File: src/adxl362_pkg.sv
// ADXL362 shared definitions
`default_nettype none

package adxl362_pkg;

   localparam int AXIS_WIDTH   = 12;
   localparam int THRESH_WIDTH = 11;
   localparam int ADDR_WIDTH   = 6;
   localparam int BYTE_WIDTH   = 8;

   localparam logic [BYTE_WIDTH-1:0] SOFT_RESET_KEY = 8'h52;

   // STATUS bit positions
   localparam int ST_DATA_READY = 0;
   localparam int ST_ACT        = 4;
   localparam int ST_INACT      = 5;
   localparam int ST_AWAKE      = 6;

   // ACT_INACT_CTL bit positions
   localparam int ACT_EN   = 0;
   localparam int INACT_EN = 2;

   // Polarity bit in INTMAP1 and INTMAP2
   localparam int INT_LOW = 7;

   typedef enum logic [ADDR_WIDTH-1:0] {
      DEVID_AD       = 6'h00, DEVID_MST      = 6'h01, PARTID         = 6'h02,
      REVID          = 6'h03, XDATA          = 6'h08, YDATA          = 6'h09,
      ZDATA          = 6'h0A, STATUS         = 6'h0B, FIFO_ENTRIES_L = 6'h0C,
      FIFO_ENTRIES_H = 6'h0D, XDATA_L        = 6'h0E, XDATA_H        = 6'h0F,
      YDATA_L        = 6'h10, YDATA_H        = 6'h11, ZDATA_L        = 6'h12,
      ZDATA_H        = 6'h13, TEMP_L         = 6'h14, TEMP_H         = 6'h15,
      SOFT_RESET     = 6'h1F, THRESH_ACT_L   = 6'h20, THRESH_ACT_H   = 6'h21,
      TIME_ACT       = 6'h22, THRESH_INACT_L = 6'h23, THRESH_INACT_H = 6'h24,
      TIME_INACT_L   = 6'h25, TIME_INACT_H   = 6'h26, ACT_INACT_CTL  = 6'h27,
      FIFO_CONTROL   = 6'h28, FIFO_SAMPLES   = 6'h29, INTMAP1        = 6'h2A,
      INTMAP2        = 6'h2B, FILTER_CTL     = 6'h2C, POWER_CTL      = 6'h2D,
      SELF_TEST      = 6'h2E
   } reg_addr_e;

   typedef enum logic [BYTE_WIDTH-1:0] {
      CMD_WRITE = 8'h0A,
      CMD_READ  = 8'h0B,
      CMD_FIFO  = 8'h0D
   } spi_cmd_e;

   typedef enum logic [2:0] {
      IDLE,
      COMMAND,
      ADDRESS,
      DATA,
      IGNORE
   } spi_state_e;

endpackage

`default_nettype wire

File: src/adxl362_spi.sv
// ADXL362 SPI slave
`timescale 1ns/100ps
`default_nettype none

module adxl362_spi #(
   parameter int SYNC_STAGES = 2
) (
   input  logic                               clk_16mhz,
   input  logic                               rst,
   input  logic                               sclk,
   input  logic                               cs_n,
   input  logic                               mosi,
   input  logic [adxl362_pkg::BYTE_WIDTH-1:0] rd_data,
   output logic                               miso,
   output logic [adxl362_pkg::ADDR_WIDTH-1:0] reg_addr,
   output logic [adxl362_pkg::BYTE_WIDTH-1:0] wr_data,
   output logic                               wr_strobe,
   output logic                               rd_strobe
);
   import adxl362_pkg::*;

   // One extra flop past the synchronizer lines the pins up with the edge strobes
   logic [SYNC_STAGES:0] sclk_sync;
   logic [SYNC_STAGES:0] mosi_sync;
   logic [SYNC_STAGES:0] cs_sync;

   logic cs_s;
   logic sclk_rise;
   logic sclk_fall;
   logic mosi_bit;

   spi_state_e                state;
   logic [2:0]                bit_cnt;
   logic [BYTE_WIDTH-2:0]     rx_shift;
   logic [BYTE_WIDTH-1:0]     rx_byte;
   logic [BYTE_WIDTH-1:0]     tx_shift;
   logic                      cmd_read;
   logic                      byte_done;

   always_ff @(posedge clk_16mhz) begin
      if (rst) begin
         sclk_sync <= '0;
         mosi_sync <= '0;
         cs_sync   <= '1;
         sclk_rise <= 1'b0;
         sclk_fall <= 1'b0;
      end else begin
         sclk_sync <= {sclk_sync[SYNC_STAGES-1:0], sclk};
         mosi_sync <= {mosi_sync[SYNC_STAGES-1:0], mosi};
         cs_sync   <= {cs_sync[SYNC_STAGES-1:0], cs_n};
         sclk_rise <= sclk_sync[SYNC_STAGES-1] & ~sclk_sync[SYNC_STAGES];
         sclk_fall <= ~sclk_sync[SYNC_STAGES-1] & sclk_sync[SYNC_STAGES];
      end
   end

   assign cs_s      = cs_sync[SYNC_STAGES];
   assign mosi_bit  = mosi_sync[SYNC_STAGES];
   assign rx_byte   = {rx_shift, mosi_bit};
   assign byte_done = sclk_rise && (bit_cnt == 3'd7);

   // Bit counter and receive shifter
   always_ff @(posedge clk_16mhz) begin
      if (rst || cs_s) begin
         bit_cnt  <= '0;
         rx_shift <= '0;
      end else if (sclk_rise) begin
         bit_cnt  <= bit_cnt + 3'd1;
         rx_shift <= rx_byte[BYTE_WIDTH-2:0];
      end
   end

   // Command, address and data phases
   always_ff @(posedge clk_16mhz) begin
      if (rst) begin
         state     <= IDLE;
         cmd_read  <= 1'b0;
         reg_addr  <= '0;
         wr_data   <= '0;
         wr_strobe <= 1'b0;
         rd_strobe <= 1'b0;
      end else begin
         wr_strobe <= 1'b0;
         rd_strobe <= 1'b0;
         // Advance after each written byte
         if (wr_strobe) begin
            reg_addr <= reg_addr + 1'b1;
         end
         if (cs_s) begin
            state <= IDLE;
         end else begin
            case (state)
               IDLE: state <= COMMAND;
               COMMAND: begin
                  if (byte_done) begin
                     case (rx_byte)
                        CMD_WRITE: begin
                           cmd_read <= 1'b0;
                           state    <= ADDRESS;
                        end
                        CMD_READ: begin
                           cmd_read <= 1'b1;
                           state    <= ADDRESS;
                        end
                        CMD_FIFO: state <= IGNORE;
                        default:  state <= IGNORE;
                     endcase
                  end
               end
               ADDRESS: begin
                  if (byte_done) begin
                     reg_addr  <= rx_byte[ADDR_WIDTH-1:0];
                     rd_strobe <= cmd_read;
                     state     <= DATA;
                  end
               end
               DATA: begin
                  if (byte_done) begin
                     if (cmd_read) begin
                        // Prefetch for the next byte
                        reg_addr  <= reg_addr + 1'b1;
                        rd_strobe <= 1'b1;
                     end else begin
                        wr_data   <= rx_byte;
                        wr_strobe <= 1'b1;
                     end
                  end
               end
               default: state <= IGNORE;
            endcase
         end
      end
   end

   // Read data goes out MSB first on falling edges
   always_ff @(posedge clk_16mhz) begin
      if (rst) begin
         tx_shift <= '0;
         miso     <= 1'b0;
      end else if (rd_strobe) begin
         tx_shift <= rd_data;
      end else if (sclk_fall && !cs_s) begin
         miso     <= tx_shift[BYTE_WIDTH-1];
         tx_shift <= {tx_shift[BYTE_WIDTH-2:0], 1'b0};
      end
   end

endmodule

`default_nettype wire

File: src/adxl362_regs.sv
// ADXL362 register file
`timescale 1ns/100ps
`default_nettype none

module adxl362_regs (
   input  logic                                 clk_16mhz,
   input  logic                                 rst,
   input  logic [adxl362_pkg::ADDR_WIDTH-1:0]   reg_addr,
   input  logic [adxl362_pkg::BYTE_WIDTH-1:0]   wr_data,
   input  logic                                 wr_strobe,
   input  logic                                 rd_strobe,
   input  logic [adxl362_pkg::AXIS_WIDTH-1:0]   xdata,
   input  logic [adxl362_pkg::AXIS_WIDTH-1:0]   ydata,
   input  logic [adxl362_pkg::AXIS_WIDTH-1:0]   zdata,
   input  logic [adxl362_pkg::AXIS_WIDTH-1:0]   temperature,
   input  logic [adxl362_pkg::BYTE_WIDTH-1:0]   status,
   output logic [adxl362_pkg::BYTE_WIDTH-1:0]   rd_data,
   output logic [adxl362_pkg::THRESH_WIDTH-1:0] threshold_active,
   output logic [7:0]                           time_active,
   output logic [adxl362_pkg::THRESH_WIDTH-1:0] threshold_inactive,
   output logic [15:0]                          time_inactive,
   output logic [7:0]                           act_inact_ctrl,
   output logic [7:0]                           intmap1,
   output logic [7:0]                           intmap2,
   output logic                                 status_clear
);
   import adxl362_pkg::*;

   logic [7:0] fifo_ctrl;
   logic [7:0] fifo_samples;
   logic [7:0] filter_ctrl;
   logic [7:0] power_ctrl;
   logic       self_test;
   logic       soft_reset;

   assign soft_reset = wr_strobe && (reg_addr == SOFT_RESET) && (wr_data == SOFT_RESET_KEY);

   // Read mux
   always_comb begin
      case (reg_addr)
         DEVID_AD:       rd_data = 8'hAD;
         DEVID_MST:      rd_data = 8'h1D;
         PARTID:         rd_data = 8'hF2;
         REVID:          rd_data = 8'h01;
         XDATA:          rd_data = xdata[11:4];
         YDATA:          rd_data = ydata[11:4];
         ZDATA:          rd_data = zdata[11:4];
         STATUS:         rd_data = status;
         XDATA_L:        rd_data = xdata[7:0];
         XDATA_H:        rd_data = {4'h0, xdata[11:8]};
         YDATA_L:        rd_data = ydata[7:0];
         YDATA_H:        rd_data = {4'h0, ydata[11:8]};
         ZDATA_L:        rd_data = zdata[7:0];
         ZDATA_H:        rd_data = {4'h0, zdata[11:8]};
         TEMP_L:         rd_data = temperature[7:0];
         TEMP_H:         rd_data = {4'h0, temperature[11:8]};
         THRESH_ACT_L:   rd_data = threshold_active[7:0];
         THRESH_ACT_H:   rd_data = {5'h00, threshold_active[10:8]};
         TIME_ACT:       rd_data = time_active;
         THRESH_INACT_L: rd_data = threshold_inactive[7:0];
         THRESH_INACT_H: rd_data = {5'h00, threshold_inactive[10:8]};
         TIME_INACT_L:   rd_data = time_inactive[7:0];
         TIME_INACT_H:   rd_data = time_inactive[15:8];
         ACT_INACT_CTL:  rd_data = act_inact_ctrl;
         FIFO_CONTROL:   rd_data = fifo_ctrl;
         FIFO_SAMPLES:   rd_data = fifo_samples;
         INTMAP1:        rd_data = intmap1;
         INTMAP2:        rd_data = intmap2;
         FILTER_CTL:     rd_data = filter_ctrl;
         POWER_CTL:      rd_data = power_ctrl;
         SELF_TEST:      rd_data = {7'h00, self_test};
         // FIFO entries and soft reset read as zero
         default:        rd_data = 8'h00;
      endcase
   end

   always_ff @(posedge clk_16mhz) begin
      if (rst || soft_reset) begin
         threshold_active   <= '0;
         time_active        <= '0;
         threshold_inactive <= '0;
         time_inactive      <= '0;
         act_inact_ctrl     <= '0;
         fifo_ctrl          <= '0;
         fifo_samples       <= 8'h80;
         intmap1            <= '0;
         intmap2            <= '0;
         filter_ctrl        <= 8'h13;
         power_ctrl         <= '0;
         self_test          <= 1'b0;
      end else if (wr_strobe) begin
         case (reg_addr)
            THRESH_ACT_L:   threshold_active[7:0]    <= wr_data;
            THRESH_ACT_H:   threshold_active[10:8]   <= wr_data[2:0];
            TIME_ACT:       time_active              <= wr_data;
            THRESH_INACT_L: threshold_inactive[7:0]  <= wr_data;
            THRESH_INACT_H: threshold_inactive[10:8] <= wr_data[2:0];
            TIME_INACT_L:   time_inactive[7:0]       <= wr_data;
            TIME_INACT_H:   time_inactive[15:8]      <= wr_data;
            ACT_INACT_CTL:  act_inact_ctrl           <= wr_data;
            FIFO_CONTROL:   fifo_ctrl                <= wr_data;
            FIFO_SAMPLES:   fifo_samples             <= wr_data;
            INTMAP1:        intmap1                  <= wr_data;
            INTMAP2:        intmap2                  <= wr_data;
            FILTER_CTL:     filter_ctrl              <= wr_data;
            POWER_CTL:      power_ctrl               <= wr_data;
            SELF_TEST:      self_test                <= wr_data[0];
            default: ;
         endcase
      end
   end

   // Reading STATUS clears the sticky bits
   always_ff @(posedge clk_16mhz) begin
      if (rst) begin
         status_clear <= 1'b0;
      end else begin
         status_clear <= rd_strobe && (reg_addr == STATUS);
      end
   end

endmodule

`default_nettype wire

File: src/adxl362_activity.sv
// ADXL362 activity and inactivity detector
`timescale 1ns/100ps
`default_nettype none

module adxl362_activity (
   input  logic                                 clk_16mhz,
   input  logic                                 rst,
   input  logic                                 sample_strobe,
   input  logic [adxl362_pkg::AXIS_WIDTH-1:0]   xdata,
   input  logic [adxl362_pkg::AXIS_WIDTH-1:0]   ydata,
   input  logic [adxl362_pkg::AXIS_WIDTH-1:0]   zdata,
   input  logic [adxl362_pkg::THRESH_WIDTH-1:0] threshold_active,
   input  logic [7:0]                           time_active,
   input  logic [adxl362_pkg::THRESH_WIDTH-1:0] threshold_inactive,
   input  logic [15:0]                          time_inactive,
   input  logic [7:0]                           act_inact_ctrl,
   output logic                                 act_event,
   output logic                                 inact_event
);
   import adxl362_pkg::*;

   // Magnitude of a two's complement sample, 0x800 included
   function automatic logic [AXIS_WIDTH-1:0] magnitude(input logic [AXIS_WIDTH-1:0] value);
      return value[AXIS_WIDTH-1] ? (~value + 1'b1) : value;
   endfunction

   logic [AXIS_WIDTH-1:0] abs_x;
   logic [AXIS_WIDTH-1:0] abs_y;
   logic [AXIS_WIDTH-1:0] abs_z;
   logic [AXIS_WIDTH-1:0] thr_act;
   logic [AXIS_WIDTH-1:0] thr_inact;
   logic                  act_sample;
   logic                  inact_sample;
   logic [7:0]            act_target;
   logic [15:0]           inact_target;
   logic [7:0]            act_cnt;
   logic [15:0]           inact_cnt;

   assign abs_x     = magnitude(xdata);
   assign abs_y     = magnitude(ydata);
   assign abs_z     = magnitude(zdata);
   assign thr_act   = {1'b0, threshold_active};
   assign thr_inact = {1'b0, threshold_inactive};

   assign act_sample   = (abs_x > thr_act) || (abs_y > thr_act) || (abs_z > thr_act);
   assign inact_sample = (abs_x < thr_inact) && (abs_y < thr_inact) && (abs_z < thr_inact);

   // Zero time behaves as one sample
   assign act_target   = (time_active == '0) ? 8'd1 : time_active;
   assign inact_target = (time_inactive == '0) ? 16'd1 : time_inactive;

   always_ff @(posedge clk_16mhz) begin
      if (rst) begin
         act_cnt     <= '0;
         inact_cnt   <= '0;
         act_event   <= 1'b0;
         inact_event <= 1'b0;
      end else begin
         act_event   <= 1'b0;
         inact_event <= 1'b0;
         if (sample_strobe) begin
            // Any break in the run restarts the count
            if (act_inact_ctrl[ACT_EN] && act_sample) begin
               if (act_cnt >= act_target - 8'd1) begin
                  act_event <= 1'b1;
                  act_cnt   <= '0;
               end else begin
                  act_cnt <= act_cnt + 8'd1;
               end
            end else begin
               act_cnt <= '0;
            end
            if (act_inact_ctrl[INACT_EN] && inact_sample) begin
               if (inact_cnt >= inact_target - 16'd1) begin
                  inact_event <= 1'b1;
                  inact_cnt   <= '0;
               end else begin
                  inact_cnt <= inact_cnt + 16'd1;
               end
            end else begin
               inact_cnt <= '0;
            end
         end
      end
   end

endmodule

`default_nettype wire

File: src/adxl362_int.sv
// ADXL362 status and interrupt combiner
`timescale 1ns/100ps
`default_nettype none

module adxl362_int (
   input  logic                               clk_16mhz,
   input  logic                               rst,
   input  logic                               sample_strobe,
   input  logic                               act_event,
   input  logic                               inact_event,
   input  logic                               status_clear,
   input  logic [7:0]                         intmap1,
   input  logic [7:0]                         intmap2,
   output logic [adxl362_pkg::BYTE_WIDTH-1:0] status,
   output logic                               int1,
   output logic                               int2
);
   import adxl362_pkg::*;

   logic data_ready;
   logic act_flag;
   logic inact_flag;
   logic awake;

   // A new event wins over a clear in the same cycle
   always_ff @(posedge clk_16mhz) begin
      if (rst) begin
         data_ready <= 1'b0;
         act_flag   <= 1'b0;
         inact_flag <= 1'b0;
         awake      <= 1'b0;
      end else begin
         data_ready <= sample_strobe | (data_ready & ~status_clear);
         act_flag   <= act_event | (act_flag & ~status_clear);
         inact_flag <= inact_event | (inact_flag & ~status_clear);
         if (act_event) begin
            awake <= 1'b1;
         end else if (inact_event) begin
            awake <= 1'b0;
         end
      end
   end

   always_comb begin
      status                = '0;
      status[ST_DATA_READY] = data_ready;
      status[ST_ACT]        = act_flag;
      status[ST_INACT]      = inact_flag;
      status[ST_AWAKE]      = awake;
   end

   assign int1 = (|(intmap1[6:0] & status[6:0])) ^ intmap1[INT_LOW];
   assign int2 = (|(intmap2[6:0] & status[6:0])) ^ intmap2[INT_LOW];

endmodule

`default_nettype wire

File: src/adxl362_top.sv
// ADXL362 digital model top level
`timescale 1ns/100ps
`default_nettype none

module adxl362_top #(
   parameter int SYNC_STAGES = 2
) (
   input  logic                               clk_16mhz,
   input  logic                               rst,
   input  logic                               sclk,
   input  logic                               cs_n,
   input  logic                               mosi,
   input  logic                               sample_strobe,
   input  logic [adxl362_pkg::AXIS_WIDTH-1:0] xdata,
   input  logic [adxl362_pkg::AXIS_WIDTH-1:0] ydata,
   input  logic [adxl362_pkg::AXIS_WIDTH-1:0] zdata,
   input  logic [adxl362_pkg::AXIS_WIDTH-1:0] temperature,
   output logic                               miso,
   output logic                               int1,
   output logic                               int2
);
   import adxl362_pkg::*;

   logic [ADDR_WIDTH-1:0]   reg_addr;
   logic [BYTE_WIDTH-1:0]   wr_data;
   logic [BYTE_WIDTH-1:0]   rd_data;
   logic                    wr_strobe;
   logic                    rd_strobe;
   logic [THRESH_WIDTH-1:0] threshold_active;
   logic [7:0]              time_active;
   logic [THRESH_WIDTH-1:0] threshold_inactive;
   logic [15:0]             time_inactive;
   logic [7:0]              act_inact_ctrl;
   logic [7:0]              intmap1;
   logic [7:0]              intmap2;
   logic                    status_clear;
   logic [BYTE_WIDTH-1:0]   status;
   logic                    act_event;
   logic                    inact_event;

   adxl362_spi #(
      .SYNC_STAGES(SYNC_STAGES)
   ) adxl362_spi_inst (
      .clk_16mhz, .rst, .sclk, .cs_n, .mosi, .rd_data,
      .miso, .reg_addr, .wr_data, .wr_strobe, .rd_strobe
   );

   adxl362_regs adxl362_regs_inst (
      .clk_16mhz, .rst, .reg_addr, .wr_data, .wr_strobe, .rd_strobe,
      .xdata, .ydata, .zdata, .temperature, .status,
      .rd_data, .threshold_active, .time_active, .threshold_inactive,
      .time_inactive, .act_inact_ctrl, .intmap1, .intmap2, .status_clear
   );

   adxl362_activity adxl362_activity_inst (
      .clk_16mhz, .rst, .sample_strobe, .xdata, .ydata, .zdata,
      .threshold_active, .time_active, .threshold_inactive, .time_inactive,
      .act_inact_ctrl, .act_event, .inact_event
   );

   adxl362_int adxl362_int_inst (
      .clk_16mhz, .rst, .sample_strobe, .act_event, .inact_event,
      .status_clear, .intmap1, .intmap2, .status, .int1, .int2
   );

endmodule

`default_nettype wire

File: config.mk
export PLATFORM = sky130hd
export DESIGN_NAME = adxl362_top
export DESIGN_NICKNAME = d
export VERILOG_FILES = /design/src/adxl362_pkg.sv /design/src/adxl362_spi.sv /design/src/adxl362_regs.sv /design/src/adxl362_activity.sv /design/src/adxl362_int.sv /design/src/adxl362_top.sv
export SDC_FILE = /design/constraint.sdc
export NUM_CORES = 1
export LEC_CHECK = 0
export BUFFER_PORTS_ARGS = -buffer_cell sky130_fd_sc_hd__buf_2
export CAP_MARGIN = 20
export CORE_MARGIN = 4
export CORE_UTILIZATION = 32
export CTS_CLUSTER_DIAMETER = 100
export DETAILED_ROUTE_END_ITERATION = 10
export RECOVER_POWER = 100
export SYNTH_ARGS = -nofsm -noshare
export SYNTH_HDL_FRONTEND = slang
export SYNTH_SLANG_ARGS = --single-unit
File: constraint.sdc
create_clock -name clk_16mhz -period 4.55 [get_ports clk_16mhz]
set_clock_uncertainty 0.15 [all_clocks]
set_input_delay 0.6825 -clock clk_16mhz [delete_from_list [all_inputs] [get_ports clk_16mhz]]
set_output_delay 0.6825 -clock clk_16mhz [all_outputs]
set_load 0.005 [all_outputs]
==> summary.md, run 1 <==
| Metric | Value |
|---|---|
| DR WL met2 | `18,800 microns` |
| R2r endpoint | `adxl362_activity_inst.inact_cnt[9]` |
| Depth of the most critical reg-to-reg path | `20` |
| Post-synthesis cell area | `0.0116 sq mm` |
| Final non-filler cell area | `~0.013 sq mm` |
| Destination of the worst hold path | `adxl362_spi_inst.cs_sync[0]` |
| Worst setup startpoint | `adxl362_regs_inst.time_inactive[10]` |
| Arrival time of the worst setup path | `4.69 ns` |
| Power Total | `3.45 mW` |
| Total inserted antenna cells | `0` |
| Most used standard cell by instance count after synthesis | `nand2_1` |
| CTS Root Buffer Type | `clkbuf_16` |
| Global-route wire length before repair | `63,500 microns` |
| Final GP Congestion | `0.983` |
| Clock tree from TritonCTS | `done` |
| Final core utilization | `between 30% and 40%` |
| CTS sink cnt | `184` |
| # Max-Cap Violations | `1` |
| Fraction of final layout cells sized beyond drive strength 1 | `9.78%` |
| Die X-Extent | `199 microns` |
| Initial Utilization | `between 30 and 40%` |
| Met3 WL | `~3500 microns` |
| Most area-hungry cell type in the Yosys netlist | `dfxtp_1` |
| Slew of the pin with the lowest slew margin | `1.89 ns` |
| Hold-fix buffers at CTS | `0` |
| RSZ-0062 raised after global routing | `yes` |
| Fmax | `224 MHz` |
| # placed instances | `1,909` |
| Count of routing violations after the opening detailed-route iteration | `1,453` |
| Number of rows in the core area | `69` |
| Count of nets left with antenna violations after detail routing | `0` |
| Number of distinct standard cells referenced by the synthesized netlist | `just under 70` |
| Vias/cell | `5.89` |
| Nets in the synthesized netlist | `1,624` |
| Leakage | `4.58 nW` |
| Critical path required time | `roughly 4.8 ns` |
| Total detailed-routing wirelength | `approximately 42,000 microns` |
| Die height | `roughly 200 microns` |
| Final cycle utilization of the critical path | `98.2%` |
| Number of enable-type register cells in the synthesized netlist | `0` |
| Seq/Total Area, Yosys | `31.7%` |
| Longest Clk Path Bufs | `2` |
| Kind of start point of the critical path | `register` |
| Residual overflow from global routing | `0` |
| Total Routing Usage GR | `20.7%` |
| Worst slew margin relative to its limit | `-26.0%` |
| Total Die Area | `0.0394 sq mm` |
| Number of clock buffers inserted by TritonCTS | `17` |
| Final hold violation count | `0` |
| Violated checks | `capacitance limit, slew limit` |
| Initial antenna violation count | `1` |
| Final-report max-slew violation count | `38` |
| Areal power density over the cells | `264 mW/mm^2` |
| Setup crit end kind | `register` |
| Ranking of synthesized cells by area | `dfxtp_1, ha_1, a21oi_1, nand2_1, nand3_1` |
| Main flop type after synthesis | `dfxtp_1` |
| Synthesis-to-layout area growth | `12.4%` |
| Largest net degree at the start of global routing | `77` |
| CTS HTree Levels | `4` |
| Detailed-route wire length on metal 1 | `18,500 microns` |
| Setup TNS | `0 ns` |
| Number of non-filler instances in the completed layout | `1,954` |
| Final Setup Violations | `0` |
| Remaining DRCs | `0` |
| Top cells by instance count after synthesis | `nand2_1, dfxtp_1, a21oi_1` |
| Post-synth top area share | `about a third` |
| Post-synthesis area per instance | `7.91 sq um` |
| Core region area | `0.0357 sq mm` |
| Final #Nets | `1,634` |
| Worst setup slack for register-to-register paths | `0.08 ns` |
| DR WL/cell | `21.5 microns` |
| Top-Level Pins | `57` |
| IO Port Bufs | `between 50 and 60` |
| Fraction of registers with async set or reset after synthesis | `0%` |
| Post-layout minimum cycle time | `4.47 ns` |
| Number of instances in the synthesized netlist | `1,470` |
| Top sig layer | `met5` |
| Number of cells traversed by the worst hold path | `2` |
| Clock insertion delay at the later pin of the skew report | `0.46 ns` |
| Class of the worst hold path | `input pin to register` |
| Critical path class | `register to register` |
| Startpoint of the lowest-slack register-to-register path | `adxl362_regs_inst.time_inactive[10]` |
| Synthesized flop and latch total | `184` |
| Synth Warn # | `0` |
| Outcome | `complete, but fails checks` |
| Half-perimeter wire length after placement | `just over 30,000 microns` |
| Max VDD drop | `0.000267 V` |
| Total of fill cells in the finished design | `3,756` |
| Origin of the worst min-delay path | `cs_n` |
| Clock-pin slew on the worst setup and hold paths | `roughly 0.07 ns` |
| Number of global-route vias before repair | `around 11,000` |
| Via count | `11,500` |
| Detailed Routing Iterations Pass 1 | `6` |
| Placed Area | `0.0123 sq mm` |
| Critical path peak fanout | `6` |
-- what timing repair did --
item | 4_1_cts | 5_1_grt
endpoints found under the setup margin | 3 | 12
gates resized for setup | 1 | 26
buffers inserted | 0 | 10
cloned | 0 | 2
pin swaps | 0 | 23
hold endpoints to repair | 0 | 0
-- worst max-delay path: stages (launching register included) --
cell       delay (ns)
dfxtp_2          0.32
or4_4            0.54
or3_4            0.40
nor3b_4          0.23
a21oi_2          0.09
ha_2             0.19
nor3b_4          0.16
nand2_2          0.08
nor2_2           0.04
xnor2_1          0.18
ha_1             0.28
o21ai_2          0.18
o21bai_1         0.10
a2111oi_2        0.37
o31ai_2          0.14
nor4_4           0.37
buf_12           0.16
buf_8            0.11
buf_6            0.09
a21oi_1          0.05
a31oi_1          0.15
-- power by group --
group          switching [mW]  leakage, nW  internal, mW  total, mW
logic                   0.194         2.80         0.119      0.312
registers             0.00389         1.49          1.61       1.62
clock network           0.742        0.293         0.782       1.52
-- sequential cells by signal, summed over array words and instances (netlist names), 6 cells and up --
signal / cells
adxl362_activity_inst.act_cnt: 8
adxl362_activity_inst.inact_cnt: 16
adxl362_regs_inst.act_inact_ctrl: 8
adxl362_regs_inst.fifo_ctrl: 8
adxl362_regs_inst.fifo_samples: 8
adxl362_regs_inst.filter_ctrl: 8
adxl362_regs_inst.intmap1: 8
adxl362_regs_inst.intmap2: 8
adxl362_regs_inst.power_ctrl: 8
adxl362_regs_inst.threshold_active: 11
adxl362_regs_inst.threshold_inactive: 11
adxl362_regs_inst.time_active: 8
adxl362_regs_inst.time_inactive: 16
adxl362_spi_inst.reg_addr: 6
adxl362_spi_inst.rx_shift: 7
adxl362_spi_inst.tx_shift: 8
adxl362_spi_inst.wr_data: 8
-- per-layer routing --
layer  track usage, %  vias to the layer above
met5                0                        -
met4             6.66                        2
met3             3.93                       74
met2             32.2                      505
met1             29.0                     5511
li1                 -                     5420
-- cell type report --
class	count	area [sq um]	area share, %
Multi-Input combinational cell	1149	7500	57.5
Sequential cell	184	3690	28.3
Tap cell	461	577	4.42
Timing Repair Buffer	85	544	4.17
Clock buffer	17	425	3.26
Inverter	43	161	1.24
Clock inverter	15	158	1.21
-- cell usage in the layout, fill, tap and decap left out, types with 34 or more instances in the layout --
| cell | count |
|---|---|
| buf_2 | 52 |
| xnor2_1 | 52 |
| a22oi_1 | 66 |
| nand4_1 | 34 |
| nor2_1 | 71 |
| nand3_1 | 128 |
| a21oi_1 | 141 |
| inv_1 | 42 |
| nand2_1 | 184 |
| o21ai_0 | 34 |
| ha_1 | 99 |
| dfxtp_1 | 181 |
-- through the flow --
step | hold slack [ns] | setup WS (ns)
finish | 0.255 | 0.0822
global route | 0.257 | -0.125
CTS | 0.246 | 0.00241
detailed placement | 0.244 | -0.0638
global placement | 0.244 | 0.0938
floorplan | 0.233 | 0.323
-- logic make-up (layout without fill, tap and decap cells) --
kind of cell,Yosys count,count (layout),synth area share [%]
AND/OR/NAND/NOR,578,578,24.7
buffers and inverters,137,160,4.61
adder cells (fa/ha/maj),100,100,10.8
multiplexers,25,25,2.15
XOR/XNOR,61,61,4.60
AO/OA/AOI/OAI,385,385,21.4
flip-flops,184,184,31.7
-- worst max path at each step --
stage,to,cells past startpoint
6_report,adxl362_activity_inst.inact_cnt[9],20
3_5_place_dp,adxl362_activity_inst.inact_cnt[10],18
2_1_floorplan,adxl362_activity_inst.inact_cnt[4],18
4_1_cts,adxl362_activity_inst.inact_cnt[10],18
5_1_grt,adxl362_activity_inst.inact_cnt[9],20
3_3_place_gp,adxl362_activity_inst.inact_cnt[11],18
No activity file was read; power rests on OpenSTA's default activity.
==> run 2, diff against run 1 <==
Settings changed: CELL_PAD_IN_SITES_DETAIL_PLACEMENT from default to 1, CELL_PAD_IN_SITES_GLOBAL_PLACEMENT from default to 2, PLACE_DENSITY_LB_ADDON from default to 0.1.
==> run 2 against run 1 <==
Compared with the run above:
- the run still ends with capacitance limit, slew limit left
- design area is 1.1% higher
- power up 0.87%
- count of clock-buffer cells in the layout stayed put
- core utilization grew 0.39 points
==> summary.md, run 2 (synthesis gave the netlist of run 1 again) <==
| Metric | Value |
|---|---|
| Chain of cells forming the critical path | `or4_4 > or3_4 > nor3b_4 > a21oi_2 > ha_2 > nor3b_4 > nand2_1 > nor2_1 > xnor2_1 > ha_2 > nand4_1 > o21bai_2 > a2111oi_2 > o31ai_2 > nor4_4 > buf_4 > buf_6 > clkbuf_16 > a21o_1 > a22o_1` |
| Critical path peak fanout | `6` |
| Residual overflow from global routing | `0` |
| Kind of start point of the critical path | `register` |
| Largest registers | `adxl362_activity_inst.inact_cnt (16), adxl362_regs_inst.time_inactive (16)` |
| Violated checks | `capacitance limit, slew limit` |
| Arrival time of the worst setup path | `between 4 and 5 ns` |
| Detailed Routing Iterations Pass 1 | `7` |
| Worst slew margin relative to its limit | `-60.6%` |
| Count of routing violations after the opening detailed-route iteration | `about 900` |
| Top-Level Pins | `57` |
| Class of the worst hold path | `input pin to register` |
| Commonest non-fill, non-tap cells in the layout | `nand2_1, dfxtp_1, a21oi_1` |
| R2r endpoint | `adxl362_activity_inst.inact_cnt[14]` |
| Max VDD drop | `0.000274 V` |
| Number of cells traversed by the worst hold path | `2` |
| Remaining DRCs | `0` |
| Total of fill cells in the finished design | `about 4,300` |
| Most common cell after layout, fill and taps aside | `nand2_1` |
| Critical path class | `register to register` |
| Power Total | `3.48 mW` |
| Number of clock buffers inserted by TritonCTS | `17` |
| Startpoint of the lowest-slack register-to-register path | `adxl362_regs_inst.time_inactive[9]` |
| Critical path required time | `4.74 ns` |
| Vias/cell | `5.85` |
| Outcome | `complete, but fails checks` |
| Origin of the worst min-delay path | `cs_n` |
| Clock tree from TritonCTS | `done` |
| Initial Utilization | `32.5%` |
| Worst setup startpoint | `adxl362_regs_inst.time_inactive[9]` |
| Number of rows in the core area | `69` |
| Die X-Extent | `roughly 200 microns` |
| CTS Root Buffer Type | `clkbuf_16` |
| Final-report max-slew violation count | `104` |
| RSZ-0062 raised after global routing | `yes` |
| Count of nets left with antenna violations after detail routing | `0` |
| # placed instances | `1,929` |
| Via count | `11,500` |
| Final hold slack | `about 0.25 ns` |
| Worst setup slack for register-to-register paths | `0.16 ns` |
| Post-layout minimum cycle time | `4.39 ns` |
| Die height | `199 microns` |
| Total Die Area | `0.0394 sq mm` |
| Global-route wire length before repair | `72,800 microns` |
| CTS HTree Levels | `4` |
| Number of global-route vias before repair | `roughly 11,000` |
| Leakage | `4.68 nW` |
| Final cycle utilization of the critical path | `96.5%` |
| DR WL/cell | `24.9 microns` |
| Final GP Congestion | `between 0.8 and 0.9` |
| Total Routing Usage GR | `24.4%` |
| Final core utilization | `36.9%` |
| Areal power density over the cells | `264 mW/mm^2` |
| Slowest stage delay, CP | `0.53 ns` |
| Half-perimeter wire length after placement | `36,000 microns` |
| # Max-Cap Violations | `1` |
| Synthesis-to-layout area growth | `13.6%` |
| Core region area | `0.0357 sq mm` |
| Final #Nets | `roughly 1,700` |
| Total detailed-routing wirelength | `49,100 microns` |
| Final hold violation count | `0` |
| CTS sink cnt | `184` |
| Depth of the most critical reg-to-reg path | `20` |
| Total inserted antenna cells | `0` |
| Destination of the worst hold path | `adxl362_spi_inst.cs_sync[0]` |
| Standard cell with the maximum stage delay on the critical path | `or4_4` |
| Initial antenna violation count | `0` |
| Fmax | `around 230 MHz` |
| Setup crit end kind | `register` |
| Number of non-filler instances in the completed layout | `1,972` |
| IO Port Bufs | `56` |
| Final Setup Violations | `0` |
| Longest Clk Path Bufs | `2` |
| Clock-pin slew on the worst setup and hold paths | `approximately 0.08 ns` |
| Largest net degree at the start of global routing | `104` |
| Slew of the pin with the lowest slew margin | `~2.4 ns` |
| Clock insertion delay at the later pin of the skew report | `0.46 ns` |
| Fraction of final layout cells sized beyond drive strength 1 | `10.7%` |
run 2: critical path: cells and delay by family, from the launching register on:
| kind | cells | cell delay [ns] |
|---|---|---|
| DFF | 1 | 0.33 |
| AOI/OAI and AO/OA | 6 | 1.07 |
| adders and majority gates | 2 | 0.53 |
| buffers and inverters | 3 | 0.46 |
| xor gates and xnor gates | 1 | 0.12 |
| and+or+nand+nor | 8 | 1.62 |
run 2: area by class of cell:
cell class                      instances  area, sq um  share of cell area [%]
Sequential cell                       184         3690                    27.9
Timing Repair Buffer                  103          696                    5.27
Tap cell                              461          577                    4.37
Multi-Input combinational cell       1149         7490                    56.7
Clock inverter                         15          163                    1.23
Clock buffer                           17          425                    3.22
Inverter                               43          161                    1.22
run 2: through the flow:
step	area, sq um	setup WS (ns)	setup TNS [ns]
2_1_floorplan	11600	0.323	0
3_3_place_gp	12400	0.0671	0
3_5_place_dp	12400	-0.218	-1.32
4_1_cts	13000	0.0434	0
5_1_grt	13200	-0.119	-0.375
6_report	13200	0.159	0
run 2: worst max-delay path by stage:
stage	to	slack, ns	cells after the start
global placement	adxl362_activity_inst.inact_cnt[10]	0.07	18
detailed placement	adxl362_activity_inst.inact_cnt[11]	-0.22	18
finish	adxl362_activity_inst.inact_cnt[14]	0.16	20
CTS	adxl362_activity_inst.inact_cnt[11]	0.04	18
global route	adxl362_activity_inst.inact_cnt[14]	-0.12	20
floorplan	adxl362_activity_inst.inact_cnt[4]	0.32	18
run 2: metal layers:
layer	track usage [%]	wire length (microns)
met1	34.1	22600
met5	0	0
met2	38.4	22100
met3	4.12	2670
met4	8.31	1630
run 2: repair_timing:
action	4_1_cts	5_1_grt
hold buffers	0	0
setup buffers	0	8
setup endpoints to repair	12	16
cloned	0	3
pin swaps	0	4
gates resized for setup	4	14
run 2: power by group:
part / total [mW] / switching [mW] / internal [mW]
combinational: 0.332 / 0.209 / 0.123
clock: 1.53 / 0.756 / 0.778
sequential: 1.62 / 0.00423 / 1.61
==> run 3, diff against run 2 <==
Settings changed: CAP_MARGIN 20 to default, PLACE_DENSITY from default to 0.76, PLACE_DENSITY_LB_ADDON 0.1 to default.
==> run 3 against run 2 <==
Compared with the run above:
- the flow still finishes with violations (capacitance limit, slew limit)
- clock power increased by 5%
- sequential share of layout area about the same
- power increased by 2.1%
- final cell count decreased by 0.15%
- highest routed layer is now met5
- critical endpoint is now adxl362_activity_inst.inact_cnt[2]
==> summary.md, run 3 (synthesis gave the netlist of run 1 again) <==
| Metric | Value |
|---|---|
| Post-layout minimum cycle time | `4.36 ns` |
| Commonest non-fill, non-tap cells in the layout | `nand2_1, dfxtp_1, a21oi_1` |
| Half-perimeter wire length after placement | `36,400 microns` |
| Critical path class | `register to register` |
| Top-Level Pins | `57` |
| DR WL/cell | `about 25 microns` |
| Die height | `slightly below 200 microns` |
| Areal power density over the cells | `269 mW/mm^2` |
| Final GP Congestion | `0.963` |
| Kind of start point of the critical path | `register` |
| Number of rows in the core area | `69` |
| Longest Clk Path Bufs | `2` |
| Standard cell with the maximum stage delay on the critical path | `or4_4` |
| R2r endpoint | `adxl362_activity_inst.inact_cnt[2]` |
| Number of clock buffers inserted by TritonCTS | `17` |
| Global-route wire length before repair | `72,800 microns` |
| Max VDD drop | `0.000255 V` |
| CTS sink cnt | `between 150 and 200` |
| Fmax | `230 MHz` |
| Clock-pin slew on the worst setup and hold paths | `0.08 ns` |
| CTS Root Buffer Type | `clkbuf_16` |
| Clock insertion delay at the later pin of the skew report | `0.45 ns` |
| Slew of the pin with the lowest slew margin | `2.28 ns` |
| Largest net degree at the start of global routing | `104` |
| Final Setup Violations | `0` |
| Count of nets left with antenna violations after detail routing | `0` |
| Depth of the most critical reg-to-reg path | `19` |
| Startpoint of the lowest-slack register-to-register path | `adxl362_regs_inst.time_inactive[9]` |
| Outcome | `complete, but fails checks` |
| Hold-fix buffers at CTS | `0` |
| Clock tree from TritonCTS | `done` |
| Largest delay contributor family on the critical path | `simple AND/OR/NAND/NOR gates` |
| Class of the worst hold path | `register to register` |
| Remaining DRCs | `0` |
| # placed instances | `1,930` |
| Critical path required time | `about 4.8 ns` |
| Core region area | `0.0357 sq mm` |
| Worst setup slack for register-to-register paths | `0.19 ns` |
| Die X-Extent | `slightly below 200 microns` |
| Worst slew margin relative to its limit | `-52.1%` |
| Total Routing Usage GR | `between 20% and 30%` |
| Slowest stage delay, CP | `0.53 ns` |
| Final hold violation count | `0` |
| Fraction of final layout cells sized beyond drive strength 1 | `10.4%` |
| Final-report max-slew violation count | `104` |
| # Max-Cap Violations | `1` |
| Vias/cell | `5.95` |
| Arrival time of the worst setup path | `4.58 ns` |
| Critical path peak fanout | `7` |
| Violated checks | `capacitance limit, slew limit` |
| Most common cell after layout, fill and taps aside | `nand2_1` |
| Initial antenna violation count | `1` |
| RSZ-0062 raised after global routing | `yes` |
| Total of fill cells in the finished design | `approximately 4,300` |
| Synthesis-to-layout area growth | `13.6%` |
| Final #Nets | `approximately 1,700` |
| Final cycle utilization of the critical path | `95.7%` |
| Initial Utilization | `32.5%` |
| Residual overflow from global routing | `0` |
| Number of non-filler instances in the completed layout | `1,969` |
| Final non-filler cell area | `roughly 0.013 sq mm` |
| Chain of cells forming the critical path | `or4_4 > or3_4 > nor3b_4 > a21oi_2 > ha_2 > nor3b_4 > nand2_1 > nor2_1 > xnor2_1 > ha_1 > o21ai_2 > o21bai_1 > a2111oi_2 > o31ai_2 > nor4_4 > buf_4 > clkbuf_16 > a21oi_1 > a31oi_1` |
| Most Frequent Cell on Critical Path | `nor3b_4` |
| CTS HTree Levels | `4` |
| Count of routing violations after the opening detailed-route iteration | `985` |
| Leakage | `4.67 nW` |
| Total inserted antenna cells | `0` |
| Destination of the worst hold path | `adxl362_spi_inst.cs_sync[1]` |
| Total Die Area | `between 0.03 and 0.04 sq mm` |
| Origin of the worst min-delay path | `adxl362_spi_inst.cs_sync[0]` |
| IO Port Bufs | `between 50 and 60` |
| Detailed Routing Iterations Pass 1 | `5` |
| Largest registers | `adxl362_activity_inst.inact_cnt (16), adxl362_regs_inst.time_inactive (16)` |
| Number of cells traversed by the worst hold path | `1` |
| Worst setup startpoint | `adxl362_regs_inst.time_inactive[9]` |
| Number of global-route vias before repair | `11,700` |
| Setup crit end kind | `register` |
| Total buffers and inverters traversed by the critical path | `2` |
| Final core utilization | `a little under two fifths` |
| Placed Area | `~0.012 sq mm` |
| Power Total | `3.56 mW` |
| Total detailed-routing wirelength | `between 40,000 and 50,000 microns` |
| Via count | `11,700` |
run 3: worst register-to-register path, cell delays in order, from the launching register on:
cell and delay [ns]:
dfxtp_2 0.32, or4_4 0.53, or3_4 0.36, nor3b_4 0.23, a21oi_2 0.09, ha_2 0.19, nor3b_4 0.16, nand2_1 0.09
nor2_1 0.05, xnor2_1 0.12, ha_1 0.32, o21ai_2 0.16, o21bai_1 0.10, a2111oi_2 0.36, o31ai_2 0.14, nor4_4 0.35
buf_4 0.20, clkbuf_16 0.15, a21oi_1 0.06, a31oi_1 0.14
run 3: timing repair:
item	in CTS	in global routing
setup buffers	0	7
pin swaps	0	18
setup endpoints to repair	5	16
gates resized for setup	3	21
gates cloned	0	2
run 3: report_power, final:
| group | switching, mW | total (mW) | internal, mW | leakage (nW) |
|---|---|---|---|---|
| registers | 0.00456 | 1.62 | 1.61 | 1.48 |
| clock network | 0.677 | 1.61 | 0.931 | 0.292 |
| logic | 0.209 | 0.331 | 0.122 | 2.90 |
| total | 0.890 | 3.56 | 2.67 | 4.67 |
run 3: worst max path at each step:
stage	to	slack, ns	depth (start not counted)
after floorplan	adxl362_activity_inst.inact_cnt[4]	0.32	18
after detailed placement	adxl362_activity_inst.inact_cnt[11]	-0.1	18
after global placement	adxl362_activity_inst.inact_cnt[10]	0.03	18
after global routing	adxl362_activity_inst.inact_cnt[2]	-0.06	19
final	adxl362_activity_inst.inact_cnt[2]	0.19	19
after CTS	adxl362_activity_inst.inact_cnt[11]	0.03	18
run 3: final cells by class:
| cell class | count | area, sq um | area share [%] |
|---|---|---|---|
| Sequential cell | 184 | 3690 | 27.9 |
| Timing Repair Buffer | 102 | 668 | 5.06 |
| Multi-Input combinational cell | 1149 | 7500 | 56.8 |
| Clock buffer | 19 | 443 | 3.35 |
| Inverter | 43 | 161 | 1.22 |
| Clock inverter | 11 | 174 | 1.32 |
| Tap cell | 461 | 577 | 4.37 |
run 3: metrics by stage:
| step | worst slack [ns] | TNS, ns | hold WS (ns) |
|---|---|---|---|
| final | 0.194 | 0 | 0.262 |
| after floorplan | 0.323 | 0 | 0.233 |
| after CTS | 0.0279 | 0 | 0.249 |
| after global routing | -0.0573 | -0.437 | 0.262 |
| after detailed placement | -0.0968 | -0.274 | 0.252 |
| after global placement | 0.0262 | 0 | 0.250 |
run 3: routing by layer:
layer	global-route usage (%)	vias up	wire length, microns
met5	0	-	11
met4	9.14	2	1770
met3	5.74	105	3540
met2	37.9	417	21800
met1	32.9	5751	22000
li1	-	5448	-
